`config.mk`:
```
export PLATFORM = sky130hd
export DESIGN_NAME = nes_shell_top
export DESIGN_NICKNAME = d
export VERILOG_FILES = /design/src/logic/nes_shell_pkg.sv /design/src/logic/bridge_settings_regs.sv /design/src/logic/nes_shell_top.sv /design/src/logic/pad_input_sync.sv /design/src/logic/video_output_conditioner.sv
export SDC_FILE = /design/constraint.sdc
export NUM_CORES = 1
export LEC_CHECK = 0
export ABC_AREA = 1
export CORE_ASPECT_RATIO = 0.6
export CORE_MARGIN = 5
export CORE_UTILIZATION = 45
export CTS_BUF_LIST = sky130_fd_sc_hd__clkbuf_4
export CTS_CLUSTER_SIZE = 12
export DETAILED_ROUTE_END_ITERATION = 12
export DONT_BUFFER_PORTS = 1
export SETUP_SLACK_MARGIN = 0.02
export SLEW_MARGIN = 20
export SYNTH_ARGS = -nofsm -noshare
export SYNTH_HDL_FRONTEND = slang
export SYNTH_SLANG_ARGS = --single-unit
```
`constraint.sdc`:
```
create_clock -name clk_74a -period 1.61 [get_ports clk_74a]
set_input_delay 0.322 -clock clk_74a [delete_from_list [all_inputs] [get_ports clk_74a]]
set_output_delay 0.322 -clock clk_74a [all_outputs]
set_load 0.02 [all_outputs]
```
`src/logic/nes_shell_pkg.sv`:
```
/*
 * NES core shell shared definitions
 * bridge address map, setting widths, key bit positions and video counts
 */

package nes_shell_pkg;

  ////////////////////////////////////////
  // vector types

  typedef logic [31:0] bridge_addr_t;
  typedef logic [31:0] bridge_data_t;
  typedef logic [15:0] cont_key_t;
  // A, B, select, start, up, down, left, right from bit 7 down
  typedef logic [7:0]  nes_pad_t;
  // red in the top byte
  typedef logic [23:0] rgb_t;
  typedef logic [1:0]  edge_mask_t;
  typedef logic [2:0]  palette_sel_t;
  typedef logic [7:0]  aim_speed_t;
  typedef logic [31:0] reset_count_t;

  ////////////////////////////////////////
  // bridge address map

  localparam bridge_addr_t addr_core_reset    = 32'h50;
  localparam bridge_addr_t addr_hide_overscan = 32'h200;
  localparam bridge_addr_t addr_mask_edges    = 32'h204;
  localparam bridge_addr_t addr_extra_sprites = 32'h208;
  localparam bridge_addr_t addr_palette       = 32'h20C;
  localparam bridge_addr_t addr_multitap      = 32'h300;
  localparam bridge_addr_t addr_lightgun      = 32'h304;
  localparam bridge_addr_t addr_aim_speed     = 32'h308;

  ////////////////////////////////////////
  // counts and bit positions

  localparam reset_count_t reset_hold_cycles = 32'h100000;
  localparam logic [2:0]   hs_delay_cycles   = 3'd7;
  localparam int           sync_stages       = 3;

  // controller key bitmap
  localparam int key_up     = 0;
  localparam int key_down   = 1;
  localparam int key_left   = 2;
  localparam int key_right  = 3;
  localparam int key_face_a = 4;
  localparam int key_face_b = 5;
  localparam int key_select = 14;
  localparam int key_start  = 15;

  // end-of-line slot word
  localparam int slot_overscan_bit = 13;

endpackage

```
`src/logic/bridge_settings_regs.sv`:
```
/*
 * Bridge settings register file
 * holds the core settings written by the host, muxes them back for reads
 * and stretches a reset write into a long core reset pulse
 */

`timescale 1ns/1ps

module bridge_settings_regs import nes_shell_pkg::*; (
  input  logic         clk_74a,
  input  logic         pll_core_locked,

  input  bridge_addr_t bridge_addr,
  input  logic         bridge_wr,
  input  bridge_data_t bridge_wr_data,
  output bridge_data_t bridge_rd_data,

  output logic         hide_overscan,
  output edge_mask_t   mask_vid_edges,
  output logic         allow_extra_sprites,
  output palette_sel_t selected_palette,

  output logic         multitap_enabled,
  output logic         lightgun_enabled,
  output aim_speed_t   lightgun_aim_speed,

  output logic         core_reset
);

  reset_count_t reset_count;

  ////////////////////////////////////////
  // settings writes

  always_ff @(posedge clk_74a or negedge pll_core_locked) begin
    if (!pll_core_locked) begin
      hide_overscan       <= 1'b0;
      mask_vid_edges      <= '0;
      allow_extra_sprites <= 1'b0;
      selected_palette    <= '0;
      multitap_enabled    <= 1'b0;
      lightgun_enabled    <= 1'b0;
      lightgun_aim_speed  <= '0;
    end else if (bridge_wr) begin
      // full address decode, only the low data bits are kept
      case (bridge_addr)
        addr_hide_overscan: hide_overscan       <= bridge_wr_data[0];
        addr_mask_edges:    mask_vid_edges      <= bridge_wr_data[1:0];
        addr_extra_sprites: allow_extra_sprites <= bridge_wr_data[0];
        addr_palette:       selected_palette    <= bridge_wr_data[2:0];
        addr_multitap:      multitap_enabled    <= bridge_wr_data[0];
        addr_lightgun:      lightgun_enabled    <= bridge_wr_data[0];
        addr_aim_speed:     lightgun_aim_speed  <= bridge_wr_data[7:0];
        default: ;
      endcase
    end
  end

  ////////////////////////////////////////
  // core reset hold counter

  // a new reset write reloads the count even mid-hold
  always_ff @(posedge clk_74a or negedge pll_core_locked) begin
    if (!pll_core_locked) begin
      reset_count <= '0;
    end else if (bridge_wr && bridge_addr == addr_core_reset) begin
      reset_count <= reset_hold_cycles;
    end else if (reset_count != '0) begin
      reset_count <= reset_count - 1'b1;
    end
  end

  assign core_reset = (reset_count != '0);

  ////////////////////////////////////////
  // readback mux

  // the reset address is write only
  always_comb begin
    bridge_rd_data = '0;
    case (bridge_addr)
      addr_hide_overscan: bridge_rd_data = {31'b0, hide_overscan};
      addr_mask_edges:    bridge_rd_data = {30'b0, mask_vid_edges};
      addr_extra_sprites: bridge_rd_data = {31'b0, allow_extra_sprites};
      addr_palette:       bridge_rd_data = {29'b0, selected_palette};
      addr_multitap:      bridge_rd_data = {31'b0, multitap_enabled};
      addr_lightgun:      bridge_rd_data = {31'b0, lightgun_enabled};
      addr_aim_speed:     bridge_rd_data = {24'b0, lightgun_aim_speed};
      default:            bridge_rd_data = '0;
    endcase
  end

endmodule

```
`src/logic/nes_shell_top.sv`:
```
/*
 * NES core shell top level
 * bridge settings, controller path and video output stage on clk_74a
 */

`timescale 1ns/1ps

module nes_shell_top import nes_shell_pkg::*; (
  input  logic         clk_74a,
  input  logic         pll_core_locked,

  // bridge bus
  input  bridge_addr_t bridge_addr,
  input  logic         bridge_wr,
  input  bridge_data_t bridge_wr_data,
  output bridge_data_t bridge_rd_data,

  // settings towards the core
  output logic         hide_overscan,
  output edge_mask_t   mask_vid_edges,
  output logic         allow_extra_sprites,
  output palette_sel_t selected_palette,
  output logic         multitap_enabled,
  output logic         lightgun_enabled,
  output aim_speed_t   lightgun_aim_speed,
  output logic         core_reset,

  // controllers
  input  cont_key_t    cont1_key,
  input  cont_key_t    cont2_key,
  input  cont_key_t    cont3_key,
  input  cont_key_t    cont4_key,
  output nes_pad_t     pad1,
  output nes_pad_t     pad2,
  output nes_pad_t     pad3,
  output nes_pad_t     pad4,

  // video from the core, out to the scaler
  input  logic         nes_h_blank,
  input  logic         nes_v_blank,
  input  logic         nes_hs,
  input  logic         nes_vs,
  input  rgb_t         nes_rgb,
  output logic         video_de,
  output logic         video_hs,
  output logic         video_vs,
  output rgb_t         video_rgb
);

  bridge_settings_regs bridge_settings_regs_i (
    .clk_74a             (clk_74a),
    .pll_core_locked     (pll_core_locked),
    .bridge_addr         (bridge_addr),
    .bridge_wr           (bridge_wr),
    .bridge_wr_data      (bridge_wr_data),
    .bridge_rd_data      (bridge_rd_data),
    .hide_overscan       (hide_overscan),
    .mask_vid_edges      (mask_vid_edges),
    .allow_extra_sprites (allow_extra_sprites),
    .selected_palette    (selected_palette),
    .multitap_enabled    (multitap_enabled),
    .lightgun_enabled    (lightgun_enabled),
    .lightgun_aim_speed  (lightgun_aim_speed),
    .core_reset          (core_reset)
  );

  pad_input_sync pad_input_sync_i (
    .clk_74a         (clk_74a),
    .pll_core_locked (pll_core_locked),
    .cont1_key       (cont1_key),
    .cont2_key       (cont2_key),
    .cont3_key       (cont3_key),
    .cont4_key       (cont4_key),
    .pad1            (pad1),
    .pad2            (pad2),
    .pad3            (pad3),
    .pad4            (pad4)
  );

  // hide_overscan also feeds the slot word
  video_output_conditioner video_output_conditioner_i (
    .clk_74a         (clk_74a),
    .pll_core_locked (pll_core_locked),
    .hide_overscan   (hide_overscan),
    .nes_h_blank     (nes_h_blank),
    .nes_v_blank     (nes_v_blank),
    .nes_hs          (nes_hs),
    .nes_vs          (nes_vs),
    .nes_rgb         (nes_rgb),
    .video_de        (video_de),
    .video_hs        (video_hs),
    .video_vs        (video_vs),
    .video_rgb       (video_rgb)
  );

endmodule

```
`src/logic/pad_input_sync.sv`:
```
/*
 * Controller input path
 * three register stages per controller, then the NES pad byte mapping
 */

`timescale 1ns/1ps

module pad_input_sync import nes_shell_pkg::*; (
  input  logic      clk_74a,
  input  logic      pll_core_locked,

  input  cont_key_t cont1_key,
  input  cont_key_t cont2_key,
  input  cont_key_t cont3_key,
  input  cont_key_t cont4_key,

  output nes_pad_t  pad1,
  output nes_pad_t  pad2,
  output nes_pad_t  pad3,
  output nes_pad_t  pad4
);

  cont_key_t key_in [4];
  cont_key_t key_pipe [4][sync_stages];

  // pack into A, B, select, start, up, down, left, right
  function automatic nes_pad_t to_pad(input cont_key_t key);
    to_pad = {key[key_face_a], key[key_face_b], key[key_select], key[key_start],
              key[key_up], key[key_down], key[key_left], key[key_right]};
  endfunction

  assign key_in[0] = cont1_key;
  assign key_in[1] = cont2_key;
  assign key_in[2] = cont3_key;
  assign key_in[3] = cont4_key;

  always_ff @(posedge clk_74a or negedge pll_core_locked) begin
    if (!pll_core_locked) begin
      for (int c = 0; c < 4; c++) begin
        for (int s = 0; s < sync_stages; s++) begin
          key_pipe[c][s] <= '0;
        end
      end
    end else begin
      for (int c = 0; c < 4; c++) begin
        key_pipe[c][0] <= key_in[c];
        for (int s = 1; s < sync_stages; s++) begin
          key_pipe[c][s] <= key_pipe[c][s-1];
        end
      end
    end
  end

  // trigger and face x/y bits are dropped here
  assign pad1 = to_pad(key_pipe[0][sync_stages-1]);
  assign pad2 = to_pad(key_pipe[1][sync_stages-1]);
  assign pad3 = to_pad(key_pipe[2][sync_stages-1]);
  assign pad4 = to_pad(key_pipe[3][sync_stages-1]);

endmodule

```
`src/logic/video_output_conditioner.sv`:
```
/*
 * Video output conditioner
 * registers data enable, pixels and sync for the scaler, with a delayed
 * single-cycle hsync, a single-cycle vsync and the end-of-line slot word
 */

`timescale 1ns/1ps

module video_output_conditioner import nes_shell_pkg::*; (
  input  logic clk_74a,
  input  logic pll_core_locked,

  input  logic hide_overscan,

  input  logic nes_h_blank,
  input  logic nes_v_blank,
  input  logic nes_hs,
  input  logic nes_vs,
  input  rgb_t nes_rgb,

  output logic video_de,
  output logic video_hs,
  output logic video_vs,
  output rgb_t video_rgb
);

  logic       de;
  logic       de_prev;
  logic       hs_prev;
  logic       vs_prev;
  logic [2:0] hs_count;
  rgb_t       slot_word;

  assign de = ~(nes_h_blank | nes_v_blank);

  // slot word only carries the overscan flag for now
  always_comb begin
    slot_word = '0;
    slot_word[slot_overscan_bit] = hide_overscan;
  end

  ////////////////////////////////////////
  // edge history

  always_ff @(posedge clk_74a or negedge pll_core_locked) begin
    if (!pll_core_locked) begin
      de_prev <= 1'b0;
      hs_prev <= 1'b0;
      vs_prev <= 1'b0;
    end else begin
      de_prev <= de;
      hs_prev <= nes_hs;
      vs_prev <= nes_vs;
    end
  end

  ////////////////////////////////////////
  // registered outputs

  always_ff @(posedge clk_74a or negedge pll_core_locked) begin
    if (!pll_core_locked) begin
      hs_count  <= '0;
      video_de  <= 1'b0;
      video_hs  <= 1'b0;
      video_vs  <= 1'b0;
      video_rgb <= '0;
    end else begin
      // hsync is pushed back so it never lands on the vsync pulse
      if (nes_hs && !hs_prev) begin
        hs_count <= hs_delay_cycles;
      end else if (hs_count != '0) begin
        hs_count <= hs_count - 1'b1;
      end
      video_hs <= (hs_count == 3'd1);

      video_vs <= nes_vs && !vs_prev;
      video_de <= de;

      if (de) begin
        video_rgb <= nes_rgb;
      end else if (de_prev) begin
        // first blank cycle after the active line
        video_rgb <= slot_word;
      end else begin
        video_rgb <= '0;
      end
    end
  end

endmodule

```
# Word level (Yosys, flattened, before mapping)

Index checks and enable logic that the tools add are counted.
Widths: inputs -> output; s select.

Input port bits: 159
Output and inout port bits: 109
Register bits: 273
Logic and storage cells: 63

Mux-type cells: 7
Add/subtract/negate cells: 2
Equal/unequal tests: 9
Reductions and logical operators: 16
Bitwise gates (word level): 2

Operators with widths:

| cell                  | count |
|---|---|
| $eq 32x10->1 const B  | 7 |
| $mux 32               | 2 |
| $pmux 8 s7            | 1 |
| $eq 32x7->1 const B   | 1 |
| $reduce_bool 32->1    | 1 |
| $sub 32x1->32 const B | 1 |
| $mux 24               | 1 |
| $mux 14               | 1 |
| $reduce_and 2->1      | 7 |
| $mux 3                | 2 |
| $reduce_bool 2->1     | 2 |
| $eq 3x1->1 const B    | 1 |
| $logic_and 1x1->1     | 3 |
| $reduce_bool 3->1     | 1 |
| $sub 3x1->3 const B   | 1 |
| $logic_not 1->1       | 2 |
| $not 1->1             | 1 |
| $or 1x1->1            | 1 |

# Logic depth before layout (Yosys ltp)

Depth after elaboration: 3
Mapped depth: 10

# By module

From an unflattened synthesis, not the netlist that was laid out.

Cells, all modules: 736
Area total of the unflattened synthesis: 7389.6 µm²

By module, submodules not included:

| module                   | seq. area each (µm²) | instances | area an instance (µm²) | cells an instance |
|---|---|---|---|---|
| bridge_settings_regs     | 1226.2               | 1         | 3532.1                 | 498 |
| pad_input_sync           | 2402.3               | 1         | 2642.5                 | 128 |
| video_output_conditioner | 800.8                | 1         | 1214.9                 | 110 |

# Worst setup path after synthesis

No wires, ideal clock.

Kind: input port to output port
From: input bridge_addr[11]
To: output bridge_rd_data[1]
Cell stages on the path: 6
Path buffers: 0
Arrival: 1.414 ns
Path slack: -0.126 ns
Path through: or2_4 nor2_2 nand2_1 nor2_4 nand2_1 o211ai_1

Cells in the longest elaborated chain, start to end: 2
Elaborated cells on any way between the ends: 8

RTL lines:

| item         | line                       | text |
|---|---|---|
| from (decl)  | nes_shell_top.sv:13        | `input bridge_addr_t bridge_addr,` |
| $eq 32x10->1 | bridge_settings_regs.sv:81 | `case (bridge_addr)` |
| $pmux 8 s7 * | bridge_settings_regs.sv:81 |  |
| to (decl)    | nes_shell_top.sv:16        | `output bridge_data_t bridge_rd_data,` |

Every way passes the cells marked *; elsewhere a longest branch is shown, timed or not.

# Worst setup path after layout

From: register bridge_settings_regs_i.reset_count[10]
To: output core_reset

Cells in the longest elaborated chain, start to end: 1

RTL lines:

| item                   | line                       | text |
|---|---|---|
| from (decl)            | bridge_settings_regs.sv:30 | `reset_count_t reset_count;` |
| from (signal assigned) | bridge_settings_regs.sv:67 | `reset_count <= reset_hold_cycles;` |
| from (signal assigned) | bridge_settings_regs.sv:69 | `reset_count <= reset_count - 1'b1;` |
| $reduce_bool 32->1     | bridge_settings_regs.sv:73 | `assign core_reset = (reset_count != '0);` |
| to (decl)              | nes_shell_top.sv:26        | `output logic core_reset,` |

No other way between the ends.

==> impl_metrics.csv <==
group,metric,value,unit
route,ant_nets,0,
clock_tree,clockBufferDepth,2,
power,leakagePower,4.30,nW
cells_and_area,regArea,4450,um2
timing,hold_violations,177,
route,via_count,5182,
cells_and_area,final_cell_mix,"dfrtp_1, nor2_1, nand2_1, inv_1, buf_4",
synthesis,syn_area_per_cell,9.98,um2
synthesis,synth-seq-area-share,0.624,
route,drcViolationCount,0,
grt,grt_remaining_overflow,0,
clock_tree,clk_latency,0.54,ns
power,finalPower,7.62,mW
setup_path,end_kind,"primary output",
timing,whs,-0.546,ns
setup_path,crit_required,1.29,ns
floorplanning,dieArea,18500,um2
placement,gp_congestion,0.946,
route,drt_iter0_drc,354,
cells_and_area,final_area,9120,um2
synthesis,synthCells,711,
timing,setup_viol,24,
clock_tree,root_buffer,"clkbuf_4",
timing,tightest_slew,0.639,ns
timing,rsz0062_at_grt,"true",
clock_tree,cts_tree,"done",
run_status,violations,"hold timing, setup timing",
floorplanning,start_util,0.460,
route,wl_per_cell,16.5,um
run_status,status,"finished, violations left",
floorplanning,std_cell_rows,35,
placement,portBuffers,0,
cells_and_area,antenna_cells,0,
floorplanning,io_pins,268,
timing,relSlewSlack,0.574,
setup_path,rrSetupSlack,-0.11,ns
setup_path,crit_path_start_kind,"register",
setup_path,cp.arrival,1.77,ns
cells_and_area,nFillCells,1237,
floorplanning,coreArea,15400,um2
min_path,hp-class,"in -> async",
power,sw_frac_of_total,0.276,
cells_and_area,final_util,0.592,
synthesis,ys_async_sr_fraction,1.00,
flow_run,max-cap-violations,0,
placement,dp_hpwl,11.7,mm
cells_and_area,layout_commonest_cell,"dfrtp_1",
setup_path,crit_type,"reg -> out",
cells_and_area,nets,1012,
timing,setup_ws,-0.477,ns
floorplanning,die_y,107,um
grt,antenna_found_initial,0,
timing,final_max_slew_viol_count,0,
grt,grt_max_degree,178,
clock_tree,cts.sinks,177,
timing,finalCritPeriodShare,1.30,
power,p_sw,2.10,mW
power,p_seq_frac,0.631,
clock_tree,cts.htree.levels,4,
route,routed_wl,17.6,mm
placement,dp_cells,924,
floorplanning,die_w,172,um
cells_and_area,instances_no_fill,1065,
grt,grt_pass1_vias,5390,
synthesis,ys_seq_elements,177,
power,clkPwrFrac,0.314,
clock_tree,cts_hold_buf,69,
cells_and_area,area_growth,28.5,%
synthesis,synth-edff-count,0,
power,combPwrFrac,0.055,
power,ir_drop,536,uV
placement,placed_area,7430,um2
synthesis,synth.distinct_cells,36,
timing,post-route-min-period,2.09,ns
clock_tree,cts_buffers,17,
grt,grt_pass1_wl,28.0,mm
cells_and_area,multiInputGateArea,2310,um2
power,cell_internal_pwr,5.52,mW
synthesis,syn_area,7090,um2
power,p_per_area,835,nW/um2
clock_tree,path_clk_slew,0.16,ns
setup_path,crit_fanout,3,
synthesis,ys_warn_count,0,
placement,preCtsSetupSlack,-0.191,ns
cells_and_area,drive_above_1_share,0.290,
route,firstDrtPassIters,5,
timing,fin_skew,0.0192,ns
grt,track_usage,0.194,
synthesis,ys.flop_type,"dfrtp_1",
route,routed_via_density,4.87,
timing,max_freq,479,MHz
[power by group through the flow]
stage / clock (mW) / combinational, mW / sequential [mW]
global placement: 0 / 0.229 / 4.89
CTS: 2.50 / 0.407 / 4.81
global route: 2.65 / 0.456 / 4.83
detailed placement: 0 / 0.262 / 4.90
finish: 2.39 / 0.417 / 4.81
floorplan: 0 / 0.371 / 4.81
[through the flow]
stage	hold slack (ns)	TNS [ns]
floorplan	0.0264	-0.0938
global placement	0.0297	-1.67
detailed placement	0.0301	-2.13
CTS	-0.611	-2.52
global route	-0.646	-5.04
finish	-0.546	-2.58
[area by class of cell]
class,count,share of cell area
tap,203,0.0279
timing repair buffer,160,0.164
multi-input combinational,403,0.253
sequential,177,0.488
clock buffer,17,0.0140
clock inverter,15,0.0161
inverter,90,0.0370
[sequential cells by signal, indices dropped and copies added (netlist names)]
register                                    flops
bridge_settings_regs_i.allow_extra_sprites      1
bridge_settings_regs_i.hide_overscan            1
bridge_settings_regs_i.lightgun_aim_speed       8
bridge_settings_regs_i.lightgun_enabled         1
bridge_settings_regs_i.mask_vid_edges           2
bridge_settings_regs_i.multitap_enabled         1
bridge_settings_regs_i.reset_count             32
bridge_settings_regs_i.selected_palette         3
pad_input_sync_i.key_pipe                      64
pad_input_sync_i.pad1                           8
pad_input_sync_i.pad2                           8
pad_input_sync_i.pad3                           8
pad_input_sync_i.pad4                           8
video_output_conditioner_i.de_prev              1
video_output_conditioner_i.hs_count             3
video_output_conditioner_i.hs_prev              1
video_output_conditioner_i.video_hs             1
video_output_conditioner_i.video_rgb           24
video_output_conditioner_i.video_vs             1
video_output_conditioner_i.vs_prev              1
[metal layers]
metal / track usage / vias to the layer above / routed length (um)
met3: 0.0642 / 24 / 1630
met2: 0.315 / 227 / 8370
met4: 0.0477 / 0 / 227
li1: - / 2406 / -
met5: 0 / - / 0
met1: 0.255 / 2525 / 7390
[worst max-delay path, cell delays in order (launching register included)]
cell     delay, ns
dfrtp_1       0.47
nor2_2        0.16
nand2_2       0.10
nor2_4        0.12
nand4_1       0.12
buf_6         0.14
buf_6         0.12
[synthesized netlist by cell type (2+ instances only)]
cell / instances / area (um2)
a21oi_1: 4 / 20.0
buf_2: 2 / 10.0
buf_4: 57 / 428
buf_6: 2 / 22.5
clkbuf_1: 2 / 7.51
dfrtp_1: 177 / 4430
ha_1: 4 / 50.1
inv_1: 89 / 334
nand2_1: 102 / 383
nand2_2: 4 / 25.0
nand3_1: 44 / 220
nand3b_1: 9 / 67.6
nand4_1: 16 / 100
nor2_1: 131 / 492
nor2_2: 9 / 56.3
nor2_4: 2 / 22.5
nor2_8: 2 / 40.0
nor3_1: 3 / 15.0
o211ai_1: 2 / 15.0
o21ai_0: 18 / 90.1
o21ai_1: 2 / 10.0
o21ai_2: 2 / 17.5
o21bai_1: 4 / 30.0
or2_2: 6 / 37.5
xor2_1: 7 / 61.3
[cell families (layout without fill, tap and decap cells)]
logic type	after synthesis	count (layout)	synth area share
buffers and inverters	154	282	0.116
xor gates and xnor gates	8	8	0.00988
AOI/OAI and AO/OA	35	35	0.0287
adders and majority gates	4	4	0.00705
DFF	177	177	0.624
other	1	24	0.000529
and+or+nand+nor	332	332	0.214
[final timing paths]
| kind | startpoint | to | cells past startpoint |
|---|---|---|---|
| max reg2reg | bridge_settings_regs_i.reset_count[29] | bridge_settings_regs_i.reset_count[26] | 10 |
| min reg2reg | pad_input_sync_i.key_pipe[180] | pad_input_sync_i.key_pipe[164] | 0 |
| min in group clk_74a | nes_hs | video_output_conditioner_i.hs_count[2] | 4 |
| min | pll_core_locked | bridge_settings_regs_i.selected_palette[2] | 0 |
| max | bridge_settings_regs_i.reset_count[10] | core_reset | 6 |
| max in group asynchronous | pll_core_locked | bridge_settings_regs_i.reset_count[0] | 0 |
[timing repair]
item	in CTS	in global routing
pin swaps	28	25
endpoints found under the hold margin	254	177
resized for setup	74	52
setup buffers	36	11
cloned	1	0
setup endpoints to repair	37	41
(Power assumes the default switching activity.)
